File: src/lsu_pkg.sv
// Load/store unit shared definitions
// Widths, RV32 encodings, instruction views and byte-lane helpers
package lsu_pkg;

    // Data path and register index widths
    localparam int xlen       = 32;
    localparam int strb_w     = xlen / 8;
    localparam int reg_addr_w = 5;

    // RV32 major opcodes handled by the unit
    localparam logic [6:0] opc_load  = 7'b0000011;
    localparam logic [6:0] opc_store = 7'b0100011;

    // Access size codes, shared by LOAD and STORE
    localparam logic [2:0] f3_b  = 3'b000;
    localparam logic [2:0] f3_h  = 3'b001;
    localparam logic [2:0] f3_w  = 3'b010;
    localparam logic [2:0] f3_bu = 3'b100;
    localparam logic [2:0] f3_hu = 3'b101;

    // AxCACHE values for device bufferable and normal non-cacheable bufferable
    localparam logic [3:0] cache_device = 4'b0001;
    localparam logic [3:0] cache_normal = 4'b0011;

    // Raw instruction word with an I-type view for loads and an S-type view for stores
    typedef union packed {
        struct packed {
            logic [11:0] imm;
            logic [4:0]  rs1;
            logic [2:0]  funct3;
            logic [4:0]  rd;
            logic [6:0]  opcode;
        } i_view;
        struct packed {
            logic [6:0]  imm_hi;
            logic [4:0]  rs2;
            logic [4:0]  rs1;
            logic [2:0]  funct3;
            logic [4:0]  imm_lo;
            logic [6:0]  opcode;
        } s_view;
    } inst_u;

    // Place store data on its byte lanes and build the matching strobe
    function automatic void store_lanes(
        input  logic [xlen-1:0]   data,
        input  logic [2:0]        funct3,
        input  logic [1:0]        offset,
        output logic [xlen-1:0]   lane_data,
        output logic [strb_w-1:0] lane_strb
    );
        lane_data = data << {offset, 3'b000};
        case (funct3)
            f3_b:    lane_strb = 4'b0001 << offset;
            f3_h:    lane_strb = 4'b0011 << offset;
            default: lane_strb = 4'b1111;
        endcase
    endfunction

    // Pull the addressed bytes down to bit 0, then sign or zero extend
    function automatic logic [xlen-1:0] load_extract(
        input logic [xlen-1:0] word,
        input logic [2:0]      funct3,
        input logic [1:0]      offset
    );
        logic [xlen-1:0] shifted;
        shifted = word >> {offset, 3'b000};
        case (funct3)
            f3_b:    return {{(xlen-8){shifted[7]}}, shifted[7:0]};
            f3_h:    return {{(xlen-16){shifted[15]}}, shifted[15:0]};
            f3_bu:   return {{(xlen-8){1'b0}}, shifted[7:0]};
            f3_hu:   return {{(xlen-16){1'b0}}, shifted[15:0]};
            default: return shifted;
        endcase
    endfunction

endpackage

File: src/lsu_agu.sv
// Load/store address generation
// Effective address, alignment checks, store lanes and cache attribute
`timescale 1ns/1ps

module lsu_agu import lsu_pkg::*; #(
    parameter logic [xlen-1:0] IO_BASE = 32'h0010_0000,
    parameter logic [xlen-1:0] IO_LAST = 32'h0010_00ff
) (
    input  inst_u              inst,
    input  logic [xlen-1:0]    rs1_val,
    input  logic [xlen-1:0]    rs2_val,
    output logic [xlen-1:0]    addr,
    output logic               is_load,
    output logic               is_store,
    output logic               load_misaligned,
    output logic               store_misaligned,
    output logic [xlen-1:0]    wdata,
    output logic [strb_w-1:0]  wstrb,
    output logic [3:0]         cache
);

    logic [11:0] imm12;
    logic [2:0]  funct3;
    logic        size_misaligned;
    logic        io_hit;

    ////////////////////////////////////////////////////////////
    // Decode and effective address
    ////////////////////////////////////////////////////////////

    // Opcode and funct3 sit at the same place in both views
    assign is_load  = inst.i_view.opcode == opc_load;
    assign is_store = inst.s_view.opcode == opc_store;
    assign funct3   = inst.i_view.funct3;

    // S-type splits its immediate around rd
    assign imm12 = is_store ? {inst.s_view.imm_hi, inst.s_view.imm_lo}
                            : inst.i_view.imm;

    assign addr = rs1_val + {{(xlen-12){imm12[11]}}, imm12};

    ////////////////////////////////////////////////////////////
    // Alignment
    ////////////////////////////////////////////////////////////

    // Halfwords need an even offset, words a zero offset
    always_comb begin
        case (funct3)
            f3_h, f3_hu: size_misaligned = addr[0];
            f3_w:        size_misaligned = addr[1:0] != 2'b00;
            default:     size_misaligned = 1'b0;
        endcase
    end

    assign load_misaligned  = is_load & size_misaligned;
    assign store_misaligned = is_store & size_misaligned;

    // Store data shifted onto the lanes of the addressed word
    always_comb begin
        store_lanes(rs2_val, funct3, addr[1:0], wdata, wstrb);
    end

    ////////////////////////////////////////////////////////////
    // Memory attribute
    ////////////////////////////////////////////////////////////

    // IO window is device memory, everything else normal
    assign io_hit = (addr >= IO_BASE) && (addr <= IO_LAST);
    assign cache  = io_hit ? cache_device : cache_normal;

endmodule

File: src/lsu_issue_fsm.sv
// Load/store issue FSM
// Drives AW, W and AR under the single-ID ordering rule between directions
`timescale 1ns/1ps

module lsu_issue_fsm import lsu_pkg::*; (
    input  logic               aclk,
    input  logic               aresetn,
    // Instruction side
    input  logic               inst_valid,
    output logic               inst_ready,
    input  logic [xlen-1:0]    addr,
    input  logic               is_load,
    input  logic               is_store,
    input  logic               load_misaligned,
    input  logic               store_misaligned,
    input  logic [xlen-1:0]    wdata,
    input  logic [strb_w-1:0]  wstrb,
    input  logic [3:0]         cache,
    // Tracking state
    input  logic               pending_read,
    input  logic               pending_write,
    input  logic               rd_full,
    input  logic               wr_full,
    input  logic               fifo_full,
    output logic               issue_rd,
    output logic               issue_wr,
    // AXI4-lite request channels
    output logic               awvalid,
    input  logic               awready,
    output logic [xlen-1:0]    awaddr,
    output logic [3:0]         awcache,
    output logic               wvalid,
    input  logic               wready,
    output logic [xlen-1:0]    wdata_o,
    output logic [strb_w-1:0]  wstrb_o,
    output logic               arvalid,
    input  logic               arready,
    output logic [xlen-1:0]    araddr,
    output logic [3:0]         arcache
);

    localparam logic [1:0] st_idle  = 2'd0;
    localparam logic [1:0] st_wait  = 2'd1;
    localparam logic [1:0] st_serve = 2'd2;

    logic [1:0]      state;
    logic            store_q;
    logic            accept;
    logic            blocked;
    logic            bus_done;
    logic [xlen-1:0] addr_q;
    logic [3:0]      cache_q;

    ////////////////////////////////////////////////////////////
    // Acceptance
    ////////////////////////////////////////////////////////////

    // No room for another request in the instruction's direction
    assign blocked = fifo_full | (is_load & rd_full) | (is_store & wr_full);

    assign inst_ready = (state == st_idle) & ~blocked;
    assign accept     = inst_valid & inst_ready;

    // Misaligned accesses retire here without a bus request
    assign issue_rd = accept & is_load & ~load_misaligned;
    assign issue_wr = accept & is_store & ~store_misaligned;

    // Every raised channel is gone after this edge
    assign bus_done = (~awvalid | awready) & (~wvalid | wready) & (~arvalid | arready);

    ////////////////////////////////////////////////////////////
    // Sequencer
    ////////////////////////////////////////////////////////////

    always_ff @(posedge aclk or negedge aresetn) begin
        if (!aresetn) begin
            // Serve with nothing raised, so idle comes on the first edge
            state   <= st_serve;
            store_q <= 1'b0;
            awvalid <= 1'b0;
            wvalid  <= 1'b0;
            arvalid <= 1'b0;
        end else begin
            case (state)
                st_idle: begin
                    if (issue_rd || issue_wr) begin
                        store_q <= issue_wr;
                        // Other direction still owes completions
                        if ((issue_rd && pending_write) || (issue_wr && pending_read)) begin
                            state <= st_wait;
                        end else begin
                            arvalid <= issue_rd;
                            awvalid <= issue_wr;
                            wvalid  <= issue_wr;
                            state   <= st_serve;
                        end
                    end
                end
                st_wait: begin
                    if (store_q ? !pending_read : !pending_write) begin
                        arvalid <= !store_q;
                        awvalid <= store_q;
                        wvalid  <= store_q;
                        state   <= st_serve;
                    end
                end
                default: begin
                    // AW and W drop on their own handshakes
                    if (awready) awvalid <= 1'b0;
                    if (wready)  wvalid  <= 1'b0;
                    if (arready) arvalid <= 1'b0;
                    if (bus_done) state <= st_idle;
                end
            endcase
        end
    end

    // Request payload captured at acceptance and frozen until idle
    always_ff @(posedge aclk) begin
        if (accept) begin
            addr_q  <= {addr[xlen-1:2], 2'b00};
            cache_q <= cache;
            wdata_o <= wdata;
            wstrb_o <= wstrb;
        end
    end

    assign awaddr  = addr_q;
    assign araddr  = addr_q;
    assign awcache = cache_q;
    assign arcache = cache_q;

endmodule

File: src/lsu_outstanding.sv
// Outstanding request tracking
// Per-direction counters with limit and pending flags
`timescale 1ns/1ps

module lsu_outstanding #(
    parameter int MAX_OR = 4
) (
    input  logic aclk,
    input  logic aresetn,
    input  logic issue_rd,
    input  logic issue_wr,
    input  logic bvalid,
    input  logic rvalid,
    output logic pending_read,
    output logic pending_write,
    output logic rd_full,
    output logic wr_full
);

    localparam int cnt_w = $clog2(MAX_OR + 1);

    // Index 0 is read, index 1 is write
    logic [1:0]            inc;
    logic [1:0]            dec;
    logic [1:0]            full;
    logic [1:0]            pend;
    logic [1:0][cnt_w-1:0] cnt;

    assign inc = {issue_wr, issue_rd};
    assign dec = {bvalid, rvalid};

    for (genvar i = 0; i < 2; i++) begin : g_dir
        // Issue and completion together leave the count alone
        always_ff @(posedge aclk or negedge aresetn) begin
            if (!aresetn) begin
                cnt[i] <= '0;
            end else if (inc[i] && !dec[i]) begin
                cnt[i] <= cnt[i] + 1'b1;
            end else if (dec[i] && !inc[i]) begin
                cnt[i] <= cnt[i] - 1'b1;
            end
        end

        assign full[i] = cnt[i] == cnt_w'(MAX_OR);
        // Last completion arriving now already clears the flag
        assign pend[i] = (cnt[i] != '0) && !((cnt[i] == cnt_w'(1)) && dec[i]);
    end

    assign pending_read  = pend[0];
    assign pending_write = pend[1];
    assign rd_full       = full[0];
    assign wr_full       = full[1];

endmodule

File: src/lsu_load_return.sv
// Load return path
// Tracks load context in issue order and aligns read data for rd
`timescale 1ns/1ps

module lsu_load_return import lsu_pkg::*; #(
    parameter int MAX_OR = 4
) (
    input  logic                   aclk,
    input  logic                   aresetn,
    input  logic                   issue_rd,
    input  logic [reg_addr_w-1:0]  rd,
    input  logic [2:0]             funct3,
    input  logic [1:0]             offset,
    input  logic                   rvalid,
    input  logic [xlen-1:0]        rdata,
    output logic                   fifo_full,
    output logic                   rd_wr,
    output logic [reg_addr_w-1:0]  rd_addr,
    output logic [xlen-1:0]        rd_val
);

    localparam int ptr_w = (MAX_OR > 1) ? $clog2(MAX_OR) : 1;
    localparam int cnt_w = $clog2(MAX_OR + 1);
    localparam int ctx_w = reg_addr_w + 5;

    // Context entry is {rd, funct3, offset}
    logic [ctx_w-1:0] ctx_mem [MAX_OR];
    logic [ctx_w-1:0] head;
    logic [ptr_w-1:0] wr_ptr;
    logic [ptr_w-1:0] rd_ptr;
    logic [cnt_w-1:0] count;

    ////////////////////////////////////////////////////////////
    // Tracking FIFO
    ////////////////////////////////////////////////////////////

    always_ff @(posedge aclk) begin
        if (issue_rd) ctx_mem[wr_ptr] <= {rd, funct3, offset};
    end

    // Pointers wrap at MAX_OR, which need not be a power of two
    always_ff @(posedge aclk or negedge aresetn) begin
        if (!aresetn) begin
            wr_ptr <= '0;
            rd_ptr <= '0;
            count  <= '0;
        end else begin
            if (issue_rd) wr_ptr <= (wr_ptr == ptr_w'(MAX_OR - 1)) ? '0 : wr_ptr + 1'b1;
            if (rvalid)   rd_ptr <= (rd_ptr == ptr_w'(MAX_OR - 1)) ? '0 : rd_ptr + 1'b1;
            if (issue_rd && !rvalid) count <= count + 1'b1;
            else if (rvalid && !issue_rd) count <= count - 1'b1;
        end
    end

    assign fifo_full = count == cnt_w'(MAX_OR);
    assign head      = ctx_mem[rd_ptr];

    ////////////////////////////////////////////////////////////
    // Register write
    ////////////////////////////////////////////////////////////

    // Completions always accepted, so each beat writes rd at once
    assign rd_wr   = rvalid;
    assign rd_addr = head[ctx_w-1 -: reg_addr_w];
    assign rd_val  = load_extract(rdata, head[4:2], head[1:0]);

endmodule

File: src/lsu_top.sv
// Load/store unit top level
// RV32 LOAD/STORE to AXI4-lite master with in-order completions
`timescale 1ns/1ps

module lsu_top import lsu_pkg::*; #(
    parameter int              MAX_OR  = 4,
    parameter logic [xlen-1:0] IO_BASE = 32'h0010_0000,
    parameter logic [xlen-1:0] IO_LAST = 32'h0010_00ff
) (
    input  logic                   aclk,
    input  logic                   aresetn,
    // Instruction side
    input  logic                   inst_valid,
    output logic                   inst_ready,
    input  inst_u                  inst,
    input  logic [xlen-1:0]        rs1_val,
    input  logic [xlen-1:0]        rs2_val,
    output logic                   pending_read,
    output logic                   pending_write,
    // Exceptions
    output logic                   exc_load_misaligned,
    output logic                   exc_store_misaligned,
    output logic [xlen-1:0]        exc_addr,
    // Register write port
    output logic                   rd_wr,
    output logic [reg_addr_w-1:0]  rd_addr,
    output logic [xlen-1:0]        rd_val,
    // AXI4-lite master
    output logic                   awvalid,
    input  logic                   awready,
    output logic [xlen-1:0]        awaddr,
    output logic [3:0]             awcache,
    output logic                   wvalid,
    input  logic                   wready,
    output logic [xlen-1:0]        wdata,
    output logic [strb_w-1:0]      wstrb,
    input  logic                   bvalid,
    output logic                   arvalid,
    input  logic                   arready,
    output logic [xlen-1:0]        araddr,
    output logic [3:0]             arcache,
    input  logic                   rvalid,
    input  logic [xlen-1:0]        rdata
);

    logic [xlen-1:0]   addr;
    logic              is_load;
    logic              is_store;
    logic              load_misaligned;
    logic              store_misaligned;
    logic [xlen-1:0]   lane_data;
    logic [strb_w-1:0] lane_strb;
    logic [3:0]        cache;
    logic              issue_rd;
    logic              issue_wr;
    logic              rd_full;
    logic              wr_full;
    logic              fifo_full;

    // Exceptions only in the cycle the instruction is taken
    assign exc_load_misaligned  = load_misaligned & inst_valid & inst_ready;
    assign exc_store_misaligned = store_misaligned & inst_valid & inst_ready;
    assign exc_addr             = addr;

    lsu_agu #(
        .IO_BASE (IO_BASE),
        .IO_LAST (IO_LAST)
    ) u_agu (
        .inst (inst), .rs1_val (rs1_val), .rs2_val (rs2_val),
        .addr (addr), .is_load (is_load), .is_store (is_store),
        .load_misaligned (load_misaligned), .store_misaligned (store_misaligned),
        .wdata (lane_data), .wstrb (lane_strb), .cache (cache)
    );

    lsu_issue_fsm u_issue (
        .aclk (aclk), .aresetn (aresetn),
        .inst_valid (inst_valid), .inst_ready (inst_ready),
        .addr (addr), .is_load (is_load), .is_store (is_store),
        .load_misaligned (load_misaligned), .store_misaligned (store_misaligned),
        .wdata (lane_data), .wstrb (lane_strb), .cache (cache),
        .pending_read (pending_read), .pending_write (pending_write),
        .rd_full (rd_full), .wr_full (wr_full), .fifo_full (fifo_full),
        .issue_rd (issue_rd), .issue_wr (issue_wr),
        .awvalid (awvalid), .awready (awready), .awaddr (awaddr), .awcache (awcache),
        .wvalid (wvalid), .wready (wready), .wdata_o (wdata), .wstrb_o (wstrb),
        .arvalid (arvalid), .arready (arready), .araddr (araddr), .arcache (arcache)
    );

    lsu_outstanding #(
        .MAX_OR (MAX_OR)
    ) u_outstanding (
        .aclk (aclk), .aresetn (aresetn),
        .issue_rd (issue_rd), .issue_wr (issue_wr),
        .bvalid (bvalid), .rvalid (rvalid),
        .pending_read (pending_read), .pending_write (pending_write),
        .rd_full (rd_full), .wr_full (wr_full)
    );

    // Load context comes from the I-type view
    lsu_load_return #(
        .MAX_OR (MAX_OR)
    ) u_load_return (
        .aclk (aclk), .aresetn (aresetn),
        .issue_rd (issue_rd), .rd (inst.i_view.rd),
        .funct3 (inst.i_view.funct3), .offset (addr[1:0]),
        .rvalid (rvalid), .rdata (rdata), .fifo_full (fifo_full),
        .rd_wr (rd_wr), .rd_addr (rd_addr), .rd_val (rd_val)
    );

endmodule

File: config.mk
export PLATFORM = sky130hd
export DESIGN_NAME = lsu_top
export DESIGN_NICKNAME = d
export VERILOG_FILES = /design/src/lsu_pkg.sv /design/src/lsu_agu.sv /design/src/lsu_issue_fsm.sv /design/src/lsu_outstanding.sv /design/src/lsu_load_return.sv /design/src/lsu_top.sv
export SDC_FILE = /design/constraint.sdc
export NUM_CORES = 1
export LEC_CHECK = 0
export ABC_CLOCK_PERIOD_IN_PS = 5300
export BUFFER_PORTS_ARGS = -buffer_cell sky130_fd_sc_hd__buf_4
export CORE_MARGIN = 3
export CORE_UTILIZATION = 29
export DETAILED_ROUTE_END_ITERATION = 8
export PLACE_DENSITY = 0.58
export SLEW_MARGIN = 20
export SYNTH_ARGS = -nofsm -noshare
export SYNTH_HDL_FRONTEND = slang
export SYNTH_SLANG_ARGS = --single-unit
File: constraint.sdc
create_clock -name aclk -period 5.3 [get_ports aclk]
set_input_delay 0.265 -clock aclk [delete_from_list [all_inputs] [get_ports aclk]]
set_output_delay 0.265 -clock aclk [all_outputs]
set_load 0.01 [all_outputs]
=== After elaboration in Yosys (flattened, before gate mapping) ===
Memories as Yosys holds them, arrays and structs flattened.
Index checks and enable logic that the tools add are counted.

* Register bits: 89
* Latch bits: 0
* Bits in writable memories: 40
* ROM bits: 0
* Input bits: 136
* Output and inout bits: 186
* Logic and storage cells: 149
* Memories: 1

{| class="wikitable"
|+ Memories
! memory !! words !! bits a word !! rd ports !! clocked after Yosys merged registers in !! wr ports !! RTL line !! text
|-
| u_load_return.ctx_mem || 4 || 10 || 1 || 0 || 1 || lsu_load_return.sv:27 || <nowiki>logic [ctx_w-1:0] ctx_mem [MAX_OR];</nowiki>
|}

* $add $sub $neg: 9
* $mul: 0
* Divide/modulo/power cells: 0
* Magnitude comparators: 2
* Equality and inequality tests: 19
* Shifts and indexed selects: 4
* Multiplexer cells: 33
* Bitwise logic cells: 27
* Reduce and logical (&&, ||, !) cells: 40

{| class="wikitable"
|+ Operator list
! cell !! count
|-
| one-hot mux 32 bit (4 select lines) || 1
|-
| adder 32 bit || 1
|-
| greater-or-equal comparator 32 x 21 -> 1 bit (second input constant) || 1
|-
| less-or-equal comparator 32 x 21 -> 1 bit (second input constant) || 1
|-
| << shifter 32 x 5 -> 32 bit || 1
|-
| right shift 32 x 5 -> 32 bit || 1
|-
| equality test 3 bit (second input constant) || 6
|-
| 2-to-1 mux 3 bit || 6
|-
| nonzero test 3 bit || 6
|-
| bitwise AND 1 bit || 16
|-
| 2-to-1 mux 2 bit || 7
|-
| equality test 3 x 1 -> 1 bit (second input constant) || 4
|-
| 2-to-1 mux 1 bit || 12
|-
| AND reduction 4 bit || 3
|-
| logical AND 1 bit || 11
|-
| adder 3 x 1 -> 3 bit (second input constant) || 3
|-
| logical NOT 1 bit || 9
|-
| subtractor 3 x 1 -> 3 bit (second input constant) || 3
|-
| one-hot mux 1 bit (2 select lines) || 4
|-
| one-hot mux 4 bit (2 select lines) || 1
|-
| equality test 7 x 2 -> 1 bit (second input constant) || 1
|-
| equality test 7 x 6 -> 1 bit (second input constant) || 1
|-
| logical NOT 3 bit || 2
|-
| inverter 1 bit || 6
|-
| 17 further kinds || 27
|}

=== Logic depth before layout (Yosys ltp) ===
* Depth in word-level cells: 14
* Depth in mapped cells: 17
* Mapped depth without buffers: 17

=== Hierarchy ===
From an unflattened synthesis, not the netlist that was laid out.

* Cell total of the unflattened synthesis: 796
* Area, all modules: 8,413.1 um2

{| class="wikitable"
|+ By module, submodules not included
! module !! times used !! cells an instance !! area each (um2) !! seq. area each (um2)
|-
| lsu_issue_fsm || 1 || 160 || 2,867.8 || 2,253.4
|-
| lsu_agu || 1 || 400 || 2,623.8 || 0.0
|-
| lsu_load_return || 1 || 192 || 2,478.6 || 1,376.3
|-
| lsu_outstanding || 1 || 42 || 430.4 || 150.1
|-
| lsu_top || 1 || 2 || 12.5 || 0.0
|}

=== Worst setup path before layout ===
Ideal clock, no wire load.

* Kind: input to register
* Start: input port inst[6] (netlist name)
* End: register u_load_return.count[2]
* Setup time: 79 ps
* Data arrival time: 4,130 ps
* Required time: 5,221 ps
* Slack: 1,091 ps
* Stages: 17
* Buffers on the path: 0
* Cells stage by stage: nor4_1 -> and3_1 -> nand2_1 -> mux2_2 -> ha_1 -> fa_1 -> o21a_1 -> a31oi_1 -> nand3_1 -> or3_1 -> inv_1 -> ha_1 -> inv_1 -> fa_1 -> xor2_1 -> nor2_1 -> xor2_1

* Elaborated cells between the ends (all ways): 22
* Classes of those cells: add/sub (1); eq/ne (2); mux (3); bitwise (11); reduce/logical (5)

{| class="wikitable"
|+ RTL lines
! element !! RTL line !! text
|-
| from (decl) || lsu_top.sv:15 || <nowiki>input inst_u inst,</nowiki>
|-
| equality test 7 x 6 -> 1 bit (*) || lsu_agu.sv:33 || <nowiki>assign is_store = inst.s_view.opcode == opc_store;</nowiki>
|-
| 2-to-1 mux 5 bit (*) || lsu_agu.sv:37 || <nowiki>assign imm12 = is_store ? {inst.s_view.imm_hi, inst.s_view.imm_lo}</nowiki>
|-
| adder 32 bit (*) || lsu_agu.sv:40 || <nowiki>assign addr = rs1_val + {{(xlen-12){imm12[11]}}, imm12};</nowiki>
|-
| named net exc_addr[1] || lsu_top.sv:23 || <nowiki>output logic [xlen-1:0] exc_addr,</nowiki>
|-
| nonzero test 2 bit (*) || lsu_agu.sv:50 || <nowiki>f3_w: size_misaligned = addr[1:0] != 2'b00;</nowiki>
|-
| one-hot mux 1 bit (2 select lines) (*) || lsu_agu.sv:48 || <nowiki>case (funct3)</nowiki>
|-
| bitwise AND 1 bit (*) || lsu_agu.sv:55 || <nowiki>assign load_misaligned = is_load & size_misaligned;</nowiki>
|-
| inverter 1 bit (*) || lsu_issue_fsm.sv:65 || <nowiki>assign issue_rd = accept & is_load & ~load_misaligned;</nowiki>
|-
| bitwise AND 1 bit (*) || lsu_issue_fsm.sv:65 ||
|-
| named net issue_rd || lsu_top.sv:54 || <nowiki>logic issue_rd;</nowiki>
|-
| logical NOT 1 bit || lsu_load_return.sv:51 || <nowiki>else if (rvalid && !issue_rd) count <= count - 1'b1;</nowiki>
|-
| logical AND 1 bit || lsu_load_return.sv:51 ||
|-
| nonzero test 2 bit (no source line) || n/a ||
|-
| to (signal assigned) || lsu_load_return.sv:50 || <nowiki>if (issue_rd && !rvalid) count <= count + 1'b1;</nowiki>
|-
| to (signal assigned) || lsu_load_return.sv:51 ||
|-
| to (decl) || lsu_load_return.sv:31 || <nowiki>logic [cnt_w-1:0] count;</nowiki>
|}

The timed path passes the listed nets; every way through them passes the cells marked *.
A chain may end at the register's enable or synchronous reset.

=== Final worst setup path ===
* Start: input port inst[6] (netlist name)
* End: register u_load_return.count[2]

* Longest elaborated chain between the ends: 12
* Elaborated cells between the ends (all ways): 22
* Classes of those cells: add/sub (1); eq/ne (2); mux (3); bitwise (11); reduce/logical (5)

{| class="wikitable"
|+ Ends and longest elaborated chain
! element !! RTL line
|-
| branches (longest 8 deep; another with adder 32 bit) || n/a
|-
| bitwise AND 1 bit (*) || lsu_issue_fsm.sv:65
|-
| named net issue_rd || lsu_top.sv:54
|-
| logical NOT 1 bit || lsu_load_return.sv:51
|-
| logical AND 1 bit || lsu_load_return.sv:51
|-
| nonzero test 2 bit (no source line) || n/a
|}

Mark *: on every way through the listed nets, which the timed path passes.

==> results.md <==
- DRC viols: 0
- Fin. Hold Viols: 0
- Synth top area share: 0.3912
- #FFs+latches synth: roughly 130
- Largest net degree at the start of global routing: a little over 60
- Clk root buf: clkbuf_16
- IO Count: 322
- Post-DP Area: 10570 um^2
- Congestion Overflow GR: 0
- Final net count: approximately 1200
- Die area: between 30000 and 40000 um^2
- DR iter-0 viols: between 300 and 400
- Post-synth top area cell: edfxtp_1
- Fin crit period: around 4200 ps
- First-pass GRT wire length: about 38000 um
- Outcome: finished, final reports clean
- Fraction of the yosys area taken by sequential cells: 0.4492
- RSZ-0062 raised after global routing: no
- PwrDens: around 430 nW/um^2
- Worst Path Arrival: approximately 4600 ps
- Synthesized area: a little over 8000 um^2
- Setup TNS: 0 ps
- Period utilization: 0.7981
- Core region area: between 20000 and 30000 um^2
- Final Cell Area: about 11000 um^2
- Worst setup SP type: primary input
- Leak Pwr: 4.721 nW
- Endpoint class of the critical path: register
- Slew margin rel.: 0.4172
- Initial Utilization: 0.2998
- CTS Buffer Depth: 2
- H-tree depth: 4
- Worst EP required: 5630 ps
- Antenna diodes: 0
- Type of the worst setup path: in -> reg
- Number of global-route vias before repair: around 7000
- Inst Count DP: about 1400
- Worst hold path type: in -> reg
- CTS Sinks: 126
- Worst-margin pin slew: approximately 870 ps
- Worst VDD drop: 168.2 uV
- Port buffer count: a little over 300
- Via density: about 4.8
- Initial antenna violation count: 0
- Worst-path clk slew: approximately 60 ps
- Total power: between 4 and 5 mW
- Overall routing resource usage: 0.1563
- Post-synth EDFFs: between 100 and 150
- GP Congestion: roughly 0.85
- Post-Route WL: 24660 um
- Die height: around 170 um
- Prevailing post-synth register cell: edfxtp_1
- Final setup vio count: 0
- Synth async-reset ratio: 0.1508
- Synthesis Warnings: 0
- CTS buffer count: 17
- Synth cell types: 74
- DR WL/cell: ~17 um
- Worst path setup slack after routing: 1070 ps
- Pre-antenna DRT Iters: 5
- CP Max Fanout: 9
- Final cell count without fillers: approximately 1400
- Max-slew violations: 0
- Fmax: between 200 and 250 MHz
- Clk_lat worst skew: between 400 and 500 ps
- CTS tree: built
- Hpwl dp: around 19000 um
- Max-cap violation count: 0
- Layout cells sized above 1: 0.3605
- Avg Cell Area, Syn: between 10 and 15 um^2
- DR vias: ~7000
- Top cells by area, synth: edfxtp_1, ha_1, dfrtp_1, mux2i_1, buf_4
- Layout area overhead: 35.87%
- Setup WS pre-CTS: 661.3 ps
- Worst clock skew: roughly 13 ps
- Post-layout util: 0.4073
- FP Rows: 60
- Width of the die: approximately 170 um
- Final hold slack: between 70 and 80 ps
- Post-Syn Instances: between 700 and 800
- Routed Antenna Nets: 0
cells by family after synthesis:
family | after synthesis | share of synthesized area
muxes | 55 | 0.08378
AOI/OAI and AO/OA | 199 | 0.1525
adders and majority gates | 48 | 0.07494
and+or+nand+nor | 216 | 0.1327
DFF | 126 | 0.4492
other | 2 | 0.0009143
buffers and inverters | 100 | 0.06656
xor gates and xnor gates | 37 | 0.03945
metal layers:
metal | routed length (um) | track usage
met2 | 12340 | 0.2735
met1 | 10350 | 0.1906
met3 | 1428 | 0.03255
met4 | 544 | 0.05462
met5 | 0 | 0
flip-flops by register name, indices dropped and copies added, names as in the netlist:
signal and cells:
u_issue.state 2, u_issue.awvalid 1, u_issue.wstrb_o 4, u_issue.wvalid 1, u_load_return.rd_ptr 2, u_outstanding.cnt 6
u_load_return.ctx_mem 40, u_load_return.wr_ptr 2, u_issue.araddr 30, u_issue.arcache 1, u_issue.wdata_o 32, u_load_return.count 3
u_issue.arvalid 1, u_issue.store_q 1
synthesized netlist by cell type (12+ instances only):
cell type	n
edfxtp_1	107
nand2_1	62
a21oi_1	59
o21ai_0	58
nor2_1	55
ha_1	46
buf_4	42
mux2i_1	35
nor2b_1	22
inv_1	21
clkbuf_1	20
xnor2_1	19
dfrtp_1	18
xor2_1	18
a211oi_1	17
and2_1	13
nand3_1	12
critical path, cell delays in order:
cell	delay [ps]
buf_4	100
nor4_1	320
and3_1	270
nand2_1	200
mux2_2	330
ha_2	190
fa_1	470
o21a_1	210
a31oi_1	240
nand3_1	120
or3_1	390
inv_1	220
ha_1	330
inv_1	80
fa_1	380
xor2_1	170
nor2_1	120
xor2_1	150
power by group:
part / internal, mW / switching [mW] / total (mW)
Clock: 0.699 / 0.477 / 1.18
Sequential: 1.32 / 0.147 / 1.47
Combinational: 0.995 / 1.12 / 2.12
final timing paths:
| kind | start | endpoint | slack [ps] | cells past startpoint |
|---|---|---|---|---|
| hold reg to reg | u_load_return.count[2] | u_load_return.count[2] | 460 | 1 |
| setup / recovery | inst[6] | u_load_return.count[2] | 1070 | 18 |
| setup reg to reg | u_outstanding.cnt[0] | u_load_return.count[2] | 1830 | 14 |
| hold / removal | inst[9] | u_load_return.ctx_mem[2][7] | 70 | 1 |
| max in group asynchronous | aresetn | u_issue.state[1] | 4760 | 2 |
| min in group asynchronous | aresetn | u_issue.wvalid | 270 | 2 |
what timing repair did:
action | 4_1_cts | 5_1_grt
hold buffers | 1 | 0
resized for setup | 0 | 0
setup buffers | 0 | 0
endpoints found under the hold margin | 19 | 0
area by class of cell:
cell class | instances | area [um^2]
Timing Repair Buffer | 310 | 2330
Sequential cell | 126 | 3690
Fill cell | 2688 | 16240
Inverter | 21 | 78.83
Tap cell | 372 | 465.4
Clock inverter | 15 | 158.9
Multi-Input combinational cell | 565 | 4013
Clock buffer | 17 | 425.4
placed cells by master (no fill, tap or decap), types with 12 or more instances in the layout:
master     instances
o21ai_0           58
xnor2_1           19
a21oi_1           59
edfxtp_1         107
nor2_1            55
nand3_1           12
xor2_1            18
a211oi_1          17
and2_1            12
nand2_1           62
clkbuf_16         17
buf_4            309
mux2i_1           35
dfrtp_1           18
ha_1              45
inv_1             21
nor2b_1           22
Power figures use the tool's default switching activity.
